$ cat config.mk
export PLATFORM = sky130hd
export DESIGN_NAME = slc3Top
export DESIGN_NICKNAME = d
export VERILOG_FILES = /design/src/verilog/slc3Pkg.sv /design/src/verilog/regFile.sv /design/src/verilog/datapath.sv /design/src/verilog/controlUnit.sv /design/src/verilog/slc3Top.sv
export VERILOG_INCLUDE_DIRS = /design/src /design/src/include
export SDC_FILE = /design/constraint.sdc
export NUM_CORES = 1
export LEC_CHECK = 0
export ABC_CLOCK_PERIOD_IN_PS = 4380
export BUFFER_PORTS_ARGS = -buffer_cell sky130_fd_sc_hd__buf_4
export CORE_UTILIZATION = 42
export CTS_BUF_LIST = sky130_fd_sc_hd__clkbuf_4 sky130_fd_sc_hd__clkbuf_8 sky130_fd_sc_hd__clkbuf_16
export DETAILED_ROUTE_END_ITERATION = 7
export PLACE_DENSITY = 0.65
export SLEW_MARGIN = 20
export SYNTH_ARGS = -nofsm -noshare
export SYNTH_HDL_FRONTEND = slang
export SYNTH_SLANG_ARGS = --single-unit
export TNS_END_PERCENT = 5
$ cat constraint.sdc
create_clock -name Clk -period 4.38 [get_ports Clk]
set_input_delay 0.438 -clock Clk [delete_from_list [all_inputs] [get_ports Clk]]
set_output_delay 0.438 -clock Clk [all_outputs]
set_load 0.02 [all_outputs]
$ cat src/include/slc3_defines.svh
`ifndef SLC3_DEFINES_SVH
`define SLC3_DEFINES_SVH

// Data path and address width
`define SLC3_WORD 16

// General register file size
`define SLC3_NREGS 8

// Bits needed to index one general register
`define SLC3_REGW 3

// First fetch address out of reset
`define SLC3_RESET_PC 16'h0000

`endif

$ cat src/verilog/slc3Pkg.sv
package slc3Pkg;

    // ------------------------------------------------------------------
    // Opcodes kept from the LC-3 ISA, IR[15:12]
    // ------------------------------------------------------------------
    typedef enum logic [3:0] {
        opBr  = 4'b0000,
        opAdd = 4'b0001,
        opAnd = 4'b0101,
        opLdr = 4'b0110,
        opStr = 4'b0111,
        opNot = 4'b1001,
        opJmp = 4'b1100,
        // Reserved LC-3 slot reused for pause
        opPse = 4'b1101,
        opLea = 4'b1110
    } opcodeT;

    // ------------------------------------------------------------------
    // Controller states
    // ------------------------------------------------------------------
    typedef enum logic [3:0] {
        fetchMar, fetchRead, fetchMdr, fetchIr, decode,
        execAlu, execBr, execJmp, execLea,
        memAddr, memRead, memMdr, memLoad,
        storeMdr, storeWrite, pause
    } ctrlStateT;

    // ------------------------------------------------------------------
    // Datapath mux selects
    // ------------------------------------------------------------------
    // Next PC source
    typedef enum logic [1:0] {pcPlus1, pcAddrSum, pcBus} pcSelT;

    // Address adder, first operand
    typedef enum logic {addr1Pc, addr1Sr1} addr1SelT;

    // Address adder, second operand, sign extended IR fields
    typedef enum logic [1:0] {addr2Zero, addr2Off6, addr2Off9, addr2Off11} addr2SelT;

    // ALU function
    typedef enum logic [1:0] {aluAdd, aluAnd, aluNot, aluPassA} aluOpT;

endpackage

$ cat src/verilog/regFile.sv
`timescale 1ns/1ps
`include "slc3_defines.svh"

module regFile (
    input  logic                   Clk,
    input  logic                   rstN,
    input  logic [`SLC3_WORD-1:0]  busIn,
    input  logic [`SLC3_REGW-1:0]  wAddr,
    input  logic [`SLC3_REGW-1:0]  rAddrA,
    input  logic [`SLC3_REGW-1:0]  rAddrB,
    input  logic                   ldReg,
    output logic [`SLC3_WORD-1:0]  rDataA,
    output logic [`SLC3_WORD-1:0]  rDataB
);

    logic [`SLC3_WORD-1:0] regs [`SLC3_NREGS];

    // Write from bus, all registers zero after reset
    always_ff @(posedge Clk) begin
        if (!rstN) begin
            for (int i = 0; i < `SLC3_NREGS; i++) begin
                regs[i] <= '0;
            end
        end else if (ldReg) begin
            regs[wAddr] <= busIn;
        end
    end

    // Combinational reads, SR1 and SR2
    assign rDataA = regs[rAddrA];
    assign rDataB = regs[rAddrB];

endmodule

$ cat src/verilog/datapath.sv
`timescale 1ns/1ps
`include "slc3_defines.svh"

module datapath (
    input  logic                   Clk,
    input  logic                   rstN,
    // Register loads
    input  logic                   ldMar,
    input  logic                   ldMdr,
    input  logic                   ldIr,
    input  logic                   ldBen,
    input  logic                   ldCc,
    input  logic                   ldReg,
    input  logic                   ldPc,
    input  logic                   ldLed,
    // Bus gates
    input  logic                   gatePc,
    input  logic                   gateMdr,
    input  logic                   gateAlu,
    input  logic                   gateMarMux,
    // Selects
    input  slc3Pkg::pcSelT         pcSel,
    input  slc3Pkg::addr1SelT      addr1Sel,
    input  slc3Pkg::addr2SelT      addr2Sel,
    input  logic                   sr1Sel,
    input  slc3Pkg::aluOpT         aluOp,
    input  logic                   mioEn,
    input  logic [`SLC3_WORD-1:0]  memRData,
    output logic [`SLC3_WORD-1:0]  ir,
    output logic                   ben,
    output logic [`SLC3_WORD-1:0]  mar,
    output logic [`SLC3_WORD-1:0]  mdr,
    output logic [11:0]            led
);

    import slc3Pkg::*;

    // ------------------------------------------------------------------
    // Internal signals
    // ------------------------------------------------------------------
    logic [`SLC3_WORD-1:0] pc;
    logic [`SLC3_WORD-1:0] pcNext;
    logic [`SLC3_WORD-1:0] bus;
    logic [`SLC3_WORD-1:0] addr1;
    logic [`SLC3_WORD-1:0] addr2;
    logic [`SLC3_WORD-1:0] addrSum;
    logic [`SLC3_WORD-1:0] sr1Data;
    logic [`SLC3_WORD-1:0] sr2Data;
    logic [`SLC3_WORD-1:0] aluB;
    logic [`SLC3_WORD-1:0] aluOut;
    logic [`SLC3_REGW-1:0] sr1Addr;
    logic                  ccN;
    logic                  ccZ;
    logic                  ccP;

    // SR1 is BaseR/SR at IR[8:6], or the STR source at IR[11:9]
    assign sr1Addr = sr1Sel ? ir[11:9] : ir[8:6];

    // DR always IR[11:9], SR2 always IR[2:0]
    regFile regs (
        .Clk    (Clk),
        .rstN   (rstN),
        .busIn  (bus),
        .wAddr  (ir[11:9]),
        .rAddrA (sr1Addr),
        .rAddrB (ir[2:0]),
        .ldReg  (ldReg),
        .rDataA (sr1Data),
        .rDataB (sr2Data)
    );

    // ------------------------------------------------------------------
    // Bus, address adder and ALU
    // ------------------------------------------------------------------
    always_comb begin
        addr1 = (addr1Sel == addr1Sr1) ? sr1Data : pc;

        case (addr2Sel)
            addr2Off6:  addr2 = {{(`SLC3_WORD-6){ir[5]}}, ir[5:0]};
            addr2Off9:  addr2 = {{(`SLC3_WORD-9){ir[8]}}, ir[8:0]};
            addr2Off11: addr2 = {{(`SLC3_WORD-11){ir[10]}}, ir[10:0]};
            default:    addr2 = '0;
        endcase

        addrSum = addr1 + addr2;

        // Immediate form when IR[5] set
        aluB = ir[5] ? {{(`SLC3_WORD-5){ir[4]}}, ir[4:0]} : sr2Data;

        case (aluOp)
            aluAdd:  aluOut = sr1Data + aluB;
            aluAnd:  aluOut = sr1Data & aluB;
            aluNot:  aluOut = ~sr1Data;
            default: aluOut = sr1Data;
        endcase

        // Single gate drives the bus, idle bus reads zero
        case ({gatePc, gateMdr, gateAlu, gateMarMux})
            4'b1000: bus = pc;
            4'b0100: bus = mdr;
            4'b0010: bus = aluOut;
            4'b0001: bus = addrSum;
            default: bus = '0;
        endcase

        case (pcSel)
            pcAddrSum: pcNext = addrSum;
            pcBus:     pcNext = bus;
            default:   pcNext = pc + 1'b1;
        endcase
    end

    // ------------------------------------------------------------------
    // Control registers
    // ------------------------------------------------------------------
    always_ff @(posedge Clk) begin
        if (!rstN) begin
            pc  <= `SLC3_RESET_PC;
            ir  <= '0;
            ben <= 1'b0;
            led <= '0;
            // Z set to match the all-zero register file
            ccN <= 1'b0;
            ccZ <= 1'b1;
            ccP <= 1'b0;
        end else begin
            if (ldPc) begin
                pc <= pcNext;
            end
            if (ldIr) begin
                ir <= bus;
            end
            // Sign from bus bit 15
            if (ldCc) begin
                ccN <= bus[`SLC3_WORD-1];
                ccZ <= (bus == '0);
                ccP <= !bus[`SLC3_WORD-1] && (bus != '0);
            end
            if (ldBen) begin
                ben <= (ir[11] & ccN) | (ir[10] & ccZ) | (ir[9] & ccP);
            end
            if (ldLed) begin
                led <= ir[11:0];
            end
        end
    end

    // Memory address and data, no reset
    always_ff @(posedge Clk) begin
        if (ldMar) begin
            mar <= bus;
        end
        if (ldMdr) begin
            mdr <= mioEn ? memRData : bus;
        end
    end

endmodule

$ cat src/verilog/controlUnit.sv
`timescale 1ns/1ps
`include "slc3_defines.svh"

module controlUnit (
    input  logic                   Clk,
    input  logic                   rstN,
    input  logic [`SLC3_WORD-1:0]  ir,
    input  logic                   ben,
    output logic                   ldMar,
    output logic                   ldMdr,
    output logic                   ldIr,
    output logic                   ldBen,
    output logic                   ldCc,
    output logic                   ldReg,
    output logic                   ldPc,
    output logic                   ldLed,
    output logic                   gatePc,
    output logic                   gateMdr,
    output logic                   gateAlu,
    output logic                   gateMarMux,
    output slc3Pkg::pcSelT         pcSel,
    output slc3Pkg::addr1SelT      addr1Sel,
    output slc3Pkg::addr2SelT      addr2Sel,
    output logic                   sr1Sel,
    output slc3Pkg::aluOpT         aluOp,
    output logic                   mioEn,
    output logic                   memRe,
    output logic                   memWe,
    output logic                   halted
);

    import slc3Pkg::*;

    ctrlStateT state;
    ctrlStateT stateNext;
    opcodeT    opcode;

    assign opcode = opcodeT'(ir[15:12]);

    always_ff @(posedge Clk) begin
        if (!rstN) begin
            state <= fetchMar;
        end else begin
            state <= stateNext;
        end
    end

    // ------------------------------------------------------------------
    // Next state
    // ------------------------------------------------------------------
    always_comb begin
        case (state)
            fetchMar:  stateNext = fetchRead;
            fetchRead: stateNext = fetchMdr;
            fetchMdr:  stateNext = fetchIr;
            fetchIr:   stateNext = decode;
            decode: begin
                case (opcode)
                    opAdd, opAnd, opNot: stateNext = execAlu;
                    opBr:                stateNext = execBr;
                    opJmp:               stateNext = execJmp;
                    opLea:               stateNext = execLea;
                    opLdr, opStr:        stateNext = memAddr;
                    opPse:               stateNext = pause;
                    // Unsupported opcodes act as no-ops
                    default:             stateNext = fetchMar;
                endcase
            end
            memAddr:    stateNext = (opcode == opStr) ? storeMdr : memRead;
            memRead:    stateNext = memMdr;
            memMdr:     stateNext = memLoad;
            storeMdr:   stateNext = storeWrite;
            // Only reset leaves pause
            pause:      stateNext = pause;
            default:    stateNext = fetchMar;
        endcase
    end

    // ------------------------------------------------------------------
    // Strobes per state
    // ------------------------------------------------------------------
    always_comb begin
        {ldMar, ldMdr, ldIr, ldBen, ldCc, ldReg, ldPc, ldLed} = '0;
        {gatePc, gateMdr, gateAlu, gateMarMux} = '0;
        pcSel    = pcPlus1;
        addr1Sel = addr1Pc;
        addr2Sel = addr2Zero;
        sr1Sel   = 1'b0;
        aluOp    = aluPassA;
        {mioEn, memRe, memWe} = '0;
        case (state)
            // MAR <- PC, PC <- PC + 1
            fetchMar: begin
                gatePc = 1'b1;
                ldMar  = 1'b1;
                ldPc   = 1'b1;
            end
            fetchRead: memRe = 1'b1;
            // Read data lands one cycle after memRe
            fetchMdr, memMdr: begin
                mioEn = 1'b1;
                ldMdr = 1'b1;
            end
            fetchIr: begin
                gateMdr = 1'b1;
                ldIr    = 1'b1;
            end
            decode: ldBen = 1'b1;
            execAlu: begin
                gateAlu = 1'b1;
                ldReg   = 1'b1;
                ldCc    = 1'b1;
                case (opcode)
                    opAnd:   aluOp = aluAnd;
                    opNot:   aluOp = aluNot;
                    default: aluOp = aluAdd;
                endcase
            end
            // PC <- PC + off9 when nzp matched
            execBr: begin
                pcSel    = pcAddrSum;
                addr2Sel = addr2Off9;
                ldPc     = ben;
            end
            // BaseR passes through the ALU onto the bus
            execJmp: begin
                gateAlu = 1'b1;
                pcSel   = pcBus;
                ldPc    = 1'b1;
            end
            // LEA updates CC as on the classic LC-3
            execLea: begin
                addr2Sel   = addr2Off9;
                gateMarMux = 1'b1;
                ldReg      = 1'b1;
                ldCc       = 1'b1;
            end
            // MAR <- BaseR + off6
            memAddr: begin
                addr1Sel   = addr1Sr1;
                addr2Sel   = addr2Off6;
                gateMarMux = 1'b1;
                ldMar      = 1'b1;
            end
            memRead: memRe = 1'b1;
            memLoad: begin
                gateMdr = 1'b1;
                ldReg   = 1'b1;
                ldCc    = 1'b1;
            end
            // Source register at IR[11:9] into MDR
            storeMdr: begin
                sr1Sel  = 1'b1;
                gateAlu = 1'b1;
                ldMdr   = 1'b1;
            end
            storeWrite: memWe = 1'b1;
            pause:      ldLed = 1'b1;
            default: ;
        endcase
    end

    assign halted = (state == pause);

endmodule

$ cat src/verilog/slc3Top.sv
`timescale 1ns/1ps
`include "slc3_defines.svh"

module slc3Top (
    input  logic                   Clk,
    input  logic                   rstN,
    input  logic [`SLC3_WORD-1:0]  memRData,
    output logic [`SLC3_WORD-1:0]  memAddr,
    output logic [`SLC3_WORD-1:0]  memWData,
    output logic                   memRe,
    output logic                   memWe,
    output logic [11:0]            led,
    output logic                   halted
);

    import slc3Pkg::*;

    // ------------------------------------------------------------------
    // Controller to datapath wiring
    // ------------------------------------------------------------------
    logic [`SLC3_WORD-1:0] ir;
    logic      ben;
    logic      ldMar, ldMdr, ldIr, ldBen, ldCc, ldReg, ldPc, ldLed;
    logic      gatePc, gateMdr, gateAlu, gateMarMux;
    logic      sr1Sel;
    logic      mioEn;
    pcSelT     pcSel;
    addr1SelT  addr1Sel;
    addr2SelT  addr2Sel;
    aluOpT     aluOp;

    // Sequencer, also drives the memory strobes
    controlUnit ctrl (.*);

    // MAR and MDR face memory directly
    datapath dp (
        .*,
        .mar (memAddr),
        .mdr (memWData)
    );

endmodule

== Word-level counts from Yosys, hierarchy flattened ==
Memory sizes are Yosys's and may differ from the RTL's. A register that Yosys moved wholly into a read port is not among the register bits.
Index checks and enable logic that the tools add are counted.
Storage, ports and cells
  register bits after elaboration: 84
  memory bits (writable): 128
  bits in read-only memories: 64
  input bits: 18
  output and inout bits: 47
  logic and storage cells: 109
  memories kept: 2
Cells by class
  add/subtract/negate cells: 3
  equality and inequality tests: 29
  muxes and demuxes: 41
  bitwise logic cells: 7
  reduce and logical (&&, ||, !) cells: 17
Memory list
  dp.regs.regs: depth 8, width 16, read ports 2, clocked after Yosys merged registers in 1, write ports 8, RTL line regFile.sv:16  | logic [`SLC3_WORD-1:0] regs [`SLC3_NREGS];
  (name not given): depth 16, width 4, read ports 1, clocked after Yosys merged registers in 1, write ports 0, RTL line controlUnit.sv:58  | case (opcode)
Operator list (count)
  $pmux 16 s3: 2
  $mux 16: 4
  $pmux 16 s4: 1
  $eq 4x4->1 const B: 10
  $pmux 4 s10: 1
  $add 16x16->16: 2
  $pmux 16 s2: 1
  $eq 4x3->1 const B: 7
  $mux 1: 20
  $add 16x1->16 const B: 1
  $and 16x16->16: 1
  $logic_not 16->1: 1
  $not 16->16: 1
  $reduce_bool 16->1: 1
  $reduce_or 16->1: 1
  $mux 3: 5
  $reduce_or 2->1: 7
  $eq 4x2->1 const B: 3
  $pmux 2 s2: 3
  $reduce_or 3->1: 3
  $eq 2x2->1 const B: 4
  $eq 4x1->1 const B: 2
  $mux 4: 2
  $eq 2x1->1 const B: 3
  other kinds (8): 11

== Depth between registers and ports, before layout ==
  word-level depth: 9
  depth in mapped cells: 26
  depth with buffers taken out: 22

== By module ==
From an unflattened synthesis, not the netlist that was laid out.
Unflattened totals
  cell total of the unflattened synthesis: 1261
  area, all modules: 13927.1 µm²
By module, submodules not included
  regFile: times used 1, cells each 430, area each 6875.3 µm², seq. area each 3843.7 µm²
  datapath: times used 1, cells each 739, area each 6376.1 µm², seq. area each 1921.8 µm²
  controlUnit: times used 1, cells each 92, area each 675.6 µm², seq. area each 80.1 µm²

== Worst setup path before layout ==
Ideal clock, no wire load.
  kind: reg-to-reg
  start: register ctrl.state[3]
  end: register (tool-made name)
  library setup time: 0.115 ns
  data arrival time: 4.739 ns
  data required time: 4.265 ns
  path slack: -0.474 ns
  stages on the path, launching flop included: 25
  path buffers: 4
  period minus slack after synthesis: 4.854 ns
  cell sequence: dfxtp_1 -> buf_2 -> nand4b_4 -> mux2_2 -> buf_6 -> buf_6 -> buf_2 -> mux2_2 -> o22ai_1 -> nor2_1 -> mux2_2 -> ha_1 -> nor2b_1 -> o31a_1 -> o21ai_0 -> nand2_1 -> a31oi_1 -> xnor2_1 -> and2_1 -> nor3_1 -> a211oi_1 -> inv_1 -> ha_1 -> a21oi_1 -> nor2b_1
RTL lines
  start: declaration: RTL line controlUnit.sv:34  | ctrlStateT state;
  start signal: assignment: RTL line controlUnit.sv:42  | state <= fetchMar;
  start signal: assignment: RTL line controlUnit.sv:44  | state <= stateNext;

==> results_dict.tcl <==
set metrics [dict create \
    detailroute.via_count 12500 \
    final_routed_wirelength_across_all_metal_layers_um 48700 \
    total_leakage_power_uw 0.00699 \
    chip_height_um 181 \
    cts_htree_levels 1 \
    timing.final.ws_setup_ns -0.208 \
    via_count_of_the_first_global_routing_pass 12100 \
    cp.required_ns 4.81 \
    ys_async_sr_fraction 0 \
    die_width_um 181 \
    yosysUniqueCellTypes 73 \
    final.setup.tns_ns -3.32 \
    ys_seq_area_frac 0.443 \
    place.detailed.instances 2007 \
    layout-drive-gt1-share 0.340 \
    numCtsBuffers 25 \
    ys.flop_type "sky130_fd_sc_hd__edfxtp_1" \
    power_density_nw_per_um2 438 \
    drt-pass1-iter-count 6 \
    worstSkewPairLatency_ns 0.55 \
    drc 0 \
    drv_slew 0 \
    grt.total_usage 0.290 \
    grt_setup_unrepaired "true" \
    synth_top_cells_by_area "sky130_fd_sc_hd__edfxtp_1 36%, sky130_fd_sc_hd__dfxtp_1 8.8%, sky130_fd_sc_hd__nor2_1 6.4%" \
    first_pass_grt_wire_length_um 72800 \
    arrival_time_at_the_worst_endpoint_ns 5.02 \
    max-vdd-ir-drop_v 0.000277 \
    number_of_warning_messages_in_the_yosys_log 0 \
    final_nets 1723 \
    synth_common_cells "230 x sky130_fd_sc_hd__nor2_1, 160 x sky130_fd_sc_hd__edfxtp_1, 140 x sky130_fd_sc_hd__nand2_1, 115 x sky130_fd_sc_hd__a21oi_1, 84 x sky130_fd_sc_hd__clkbuf_1" \
    worst-r2r-setup-slack_ns -0.21 \
    layoutNonFillerInstCount 2088 \
    overflow 0 \
    ctsHoldBuffers 0 \
    worstMarginPinSlew_ns 1.03 \
    fp.coreArea_um2 31600 \
    hold_path_depth 3 \
    antenna_violations_before_repair 0 \
    yosysTopAreaCell "sky130_fd_sc_hd__edfxtp_1" \
    starting_density_of_the_core 0.428 \
    core.rowCount 65 \
    postSynthNetCount 1463 \
    timing.critical_path.fanout_max 6 \
    finClkSkew_ns 0.0197 \
    ctsLongestPathBuffers 3 \
    synth.most_common_cell "sky130_fd_sc_hd__nor2_1" \
    detail_route.vias_per_cell 5.99 \
    violated_checks "setup timing" \
    worst_setup_path_start_kind "register" \
    finalPower_uw 7810 \
    maxSlewHeadroom 0.311 \
    drv.max_cap_violation_count 0 \
    synth_area_per_cell_um2 9.59 \
    clk_transition_reported_paths_ns 0.06 \
    synthCells 1407 \
    post-route-period-util 1.05 \
    status "complete, but fails checks" \
    dr.first_iter.drc_count 1327 \
    synth_edf_count 160 \
    dieArea_um2 32900 \
    clk_root_buffer_cell "sky130_fd_sc_hd__clkbuf_16" \
    portBuffers 64 \
    worst_setup_path_end_kind "register" \
    n_antenna_cell 0 \
    synth.ff_latch_count 219 \
    area_share_of_the_leading_cell_type_in_the_synthesized_netlist 0.356 \
    maximum_number_of_pins_on_one_net_before_global_route_repair 33 \
    critPathKind "register to register" \
    hold_viol 0 \
    wire_per_inst_um 23.3 \
    worst_reg2reg_path_depth 21 \
    cts_tree "built" \
    hpwlAfterDp_um 34600 \
    routabilityCongestion 0.920 \
    worstHoldPathType "primary input to register" \
    io_pins 65 \
    drt.antenna.violating_nets 0 \
    finalCoreUtilization 0.565 \
    total_standard_cell_area_after_synthesis_um2 13500 \
    fin_crit_ns 4.59 \
    cts_sinks 219 \
    finalSetupViolations 45 \
    fmaxAchievable_mhz 218 \
    layout-area-overhead-vs-synth_pct 32.1 \
]
## cells by family after synthesis
family / count (synthesis) / synth area share
AO/OA/AOI/OAI: 362 / 0.177
XOR/XNOR: 24 / 0.0156
adder cells (fa/ha/maj): 38 / 0.0363
buffers and inverters: 150 / 0.0442
flip-flops: 219 / 0.443
multiplexers: 100 / 0.113
AND/OR/NAND/NOR: 514 / 0.170
## layout by cell type, fill, tap and decap left out, types with 9 or more instances in the layout
master / n
sky130_fd_sc_hd__a211oi_1: 24
sky130_fd_sc_hd__a21o_1: 11
sky130_fd_sc_hd__a21oi_1: 101
sky130_fd_sc_hd__a21oi_2: 14
sky130_fd_sc_hd__a22oi_1: 9
sky130_fd_sc_hd__and3_1: 11
sky130_fd_sc_hd__buf_4: 306
sky130_fd_sc_hd__buf_6: 17
sky130_fd_sc_hd__clkbuf_16: 26
sky130_fd_sc_hd__clkbuf_4: 9
sky130_fd_sc_hd__dfxtp_1: 54
sky130_fd_sc_hd__edfxtp_1: 160
sky130_fd_sc_hd__ha_1: 22
sky130_fd_sc_hd__ha_4: 11
sky130_fd_sc_hd__inv_1: 45
sky130_fd_sc_hd__mux2_2: 20
sky130_fd_sc_hd__mux2i_1: 30
sky130_fd_sc_hd__mux4_2: 38
sky130_fd_sc_hd__nand2_1: 135
sky130_fd_sc_hd__nand2b_1: 11
sky130_fd_sc_hd__nand3_1: 24
sky130_fd_sc_hd__nor2_1: 219
sky130_fd_sc_hd__nor2b_1: 29
sky130_fd_sc_hd__nor3_1: 11
sky130_fd_sc_hd__o211ai_1: 10
sky130_fd_sc_hd__o21a_1: 10
sky130_fd_sc_hd__o21ai_0: 44
sky130_fd_sc_hd__o21ai_1: 18
sky130_fd_sc_hd__xnor2_1: 12
sky130_fd_sc_hd__xor2_1: 10
## report_power, final
part	leakage [uW]	switching [uW]	internal [uW]
registers	0.00212	156	2470
clock network	0.000409	877	1180
logic	0.00446	1750	1380
## critical path, cell delays in order (launching register included)
cell and delay (ns):
sky130_fd_sc_hd__dfxtp_2 0.32, sky130_fd_sc_hd__nand4b_4 0.23, sky130_fd_sc_hd__mux2_4 0.42, sky130_fd_sc_hd__buf_6 0.16
sky130_fd_sc_hd__mux2_4 0.31, sky130_fd_sc_hd__o22ai_4 0.24, sky130_fd_sc_hd__nor2_4 0.08, sky130_fd_sc_hd__mux2_4 0.27
sky130_fd_sc_hd__ha_4 0.23, sky130_fd_sc_hd__nor2b_2 0.16, sky130_fd_sc_hd__o31a_1 0.34, sky130_fd_sc_hd__o21ai_2 0.15
sky130_fd_sc_hd__nand2_2 0.10, sky130_fd_sc_hd__a31oi_4 0.18, sky130_fd_sc_hd__xnor2_2 0.10, sky130_fd_sc_hd__and2_4 0.16
sky130_fd_sc_hd__nor3_4 0.33, sky130_fd_sc_hd__a211oi_4 0.12, sky130_fd_sc_hd__ha_2 0.21, sky130_fd_sc_hd__nor2_1 0.12
sky130_fd_sc_hd__a22oi_1 0.09, sky130_fd_sc_hd__o31a_1 0.15
## layout make-up
| type | instances | area [um2] |
|---|---|---|
| Fill cell | 2723 | 13700 |
| Tap cell | 402 | 503 |
| Inverter | 50 | 188 |
| Timing Repair Buffer | 332 | 2640 |
| Clock buffer | 37 | 746 |
| Clock inverter | 9 | 55.1 |
| Sequential cell | 219 | 5990 |
| Multi-Input combinational cell | 1039 | 7700 |
## worst paths after layout
kind / end / from
worst min register to register: dp.led[9] / dp.led[9]
worst min-delay path: dp.mdr[6] / memRData[6]
worst max register to register: register / ctrl.state[1]
worst max-delay path: register / ctrl.state[1]
## through the flow
stage | cell area [um2] | hold WS [ns] | setup WS [ns]
3_5_place_dp | 16000 | 0.450 | -0.343
4_1_cts | 17300 | 0.176 | -0.154
2_1_floorplan | 13600 | 0.413 | -0.0104
5_1_grt | 17800 | 0.198 | -0.414
3_3_place_gp | 16000 | 0.448 | -0.285
6_report | 17800 | 0.187 | -0.208
## state kept, by name, indices dropped and copies added, names as in the netlist, named ones only
register      count
ctrl.state        4
dp.ben            1
dp.ccN            1
dp.ccP            1
dp.ccZ            1
dp.ir            16
dp.led           12
dp.mar           16
dp.mdr           16
dp.pc            16
dp.regs.regs    128
## what timing repair did
action	in CTS	in global routing
pin swaps	26	41
endpoints found under the setup margin	65	121
gates resized for setup	75	96
gates cloned	1	1
setup buffers	19	17
## per-layer routing
layer  share of wire  vias up  GRT usage
li1                -     5713          -
met1            0.41     6144      0.376
met2            0.48      522      0.490
met3           0.065      129     0.0387
met4           0.045        0      0.114
met5               0        -          0
No activity file was read; power rests on OpenSTA's default activity.
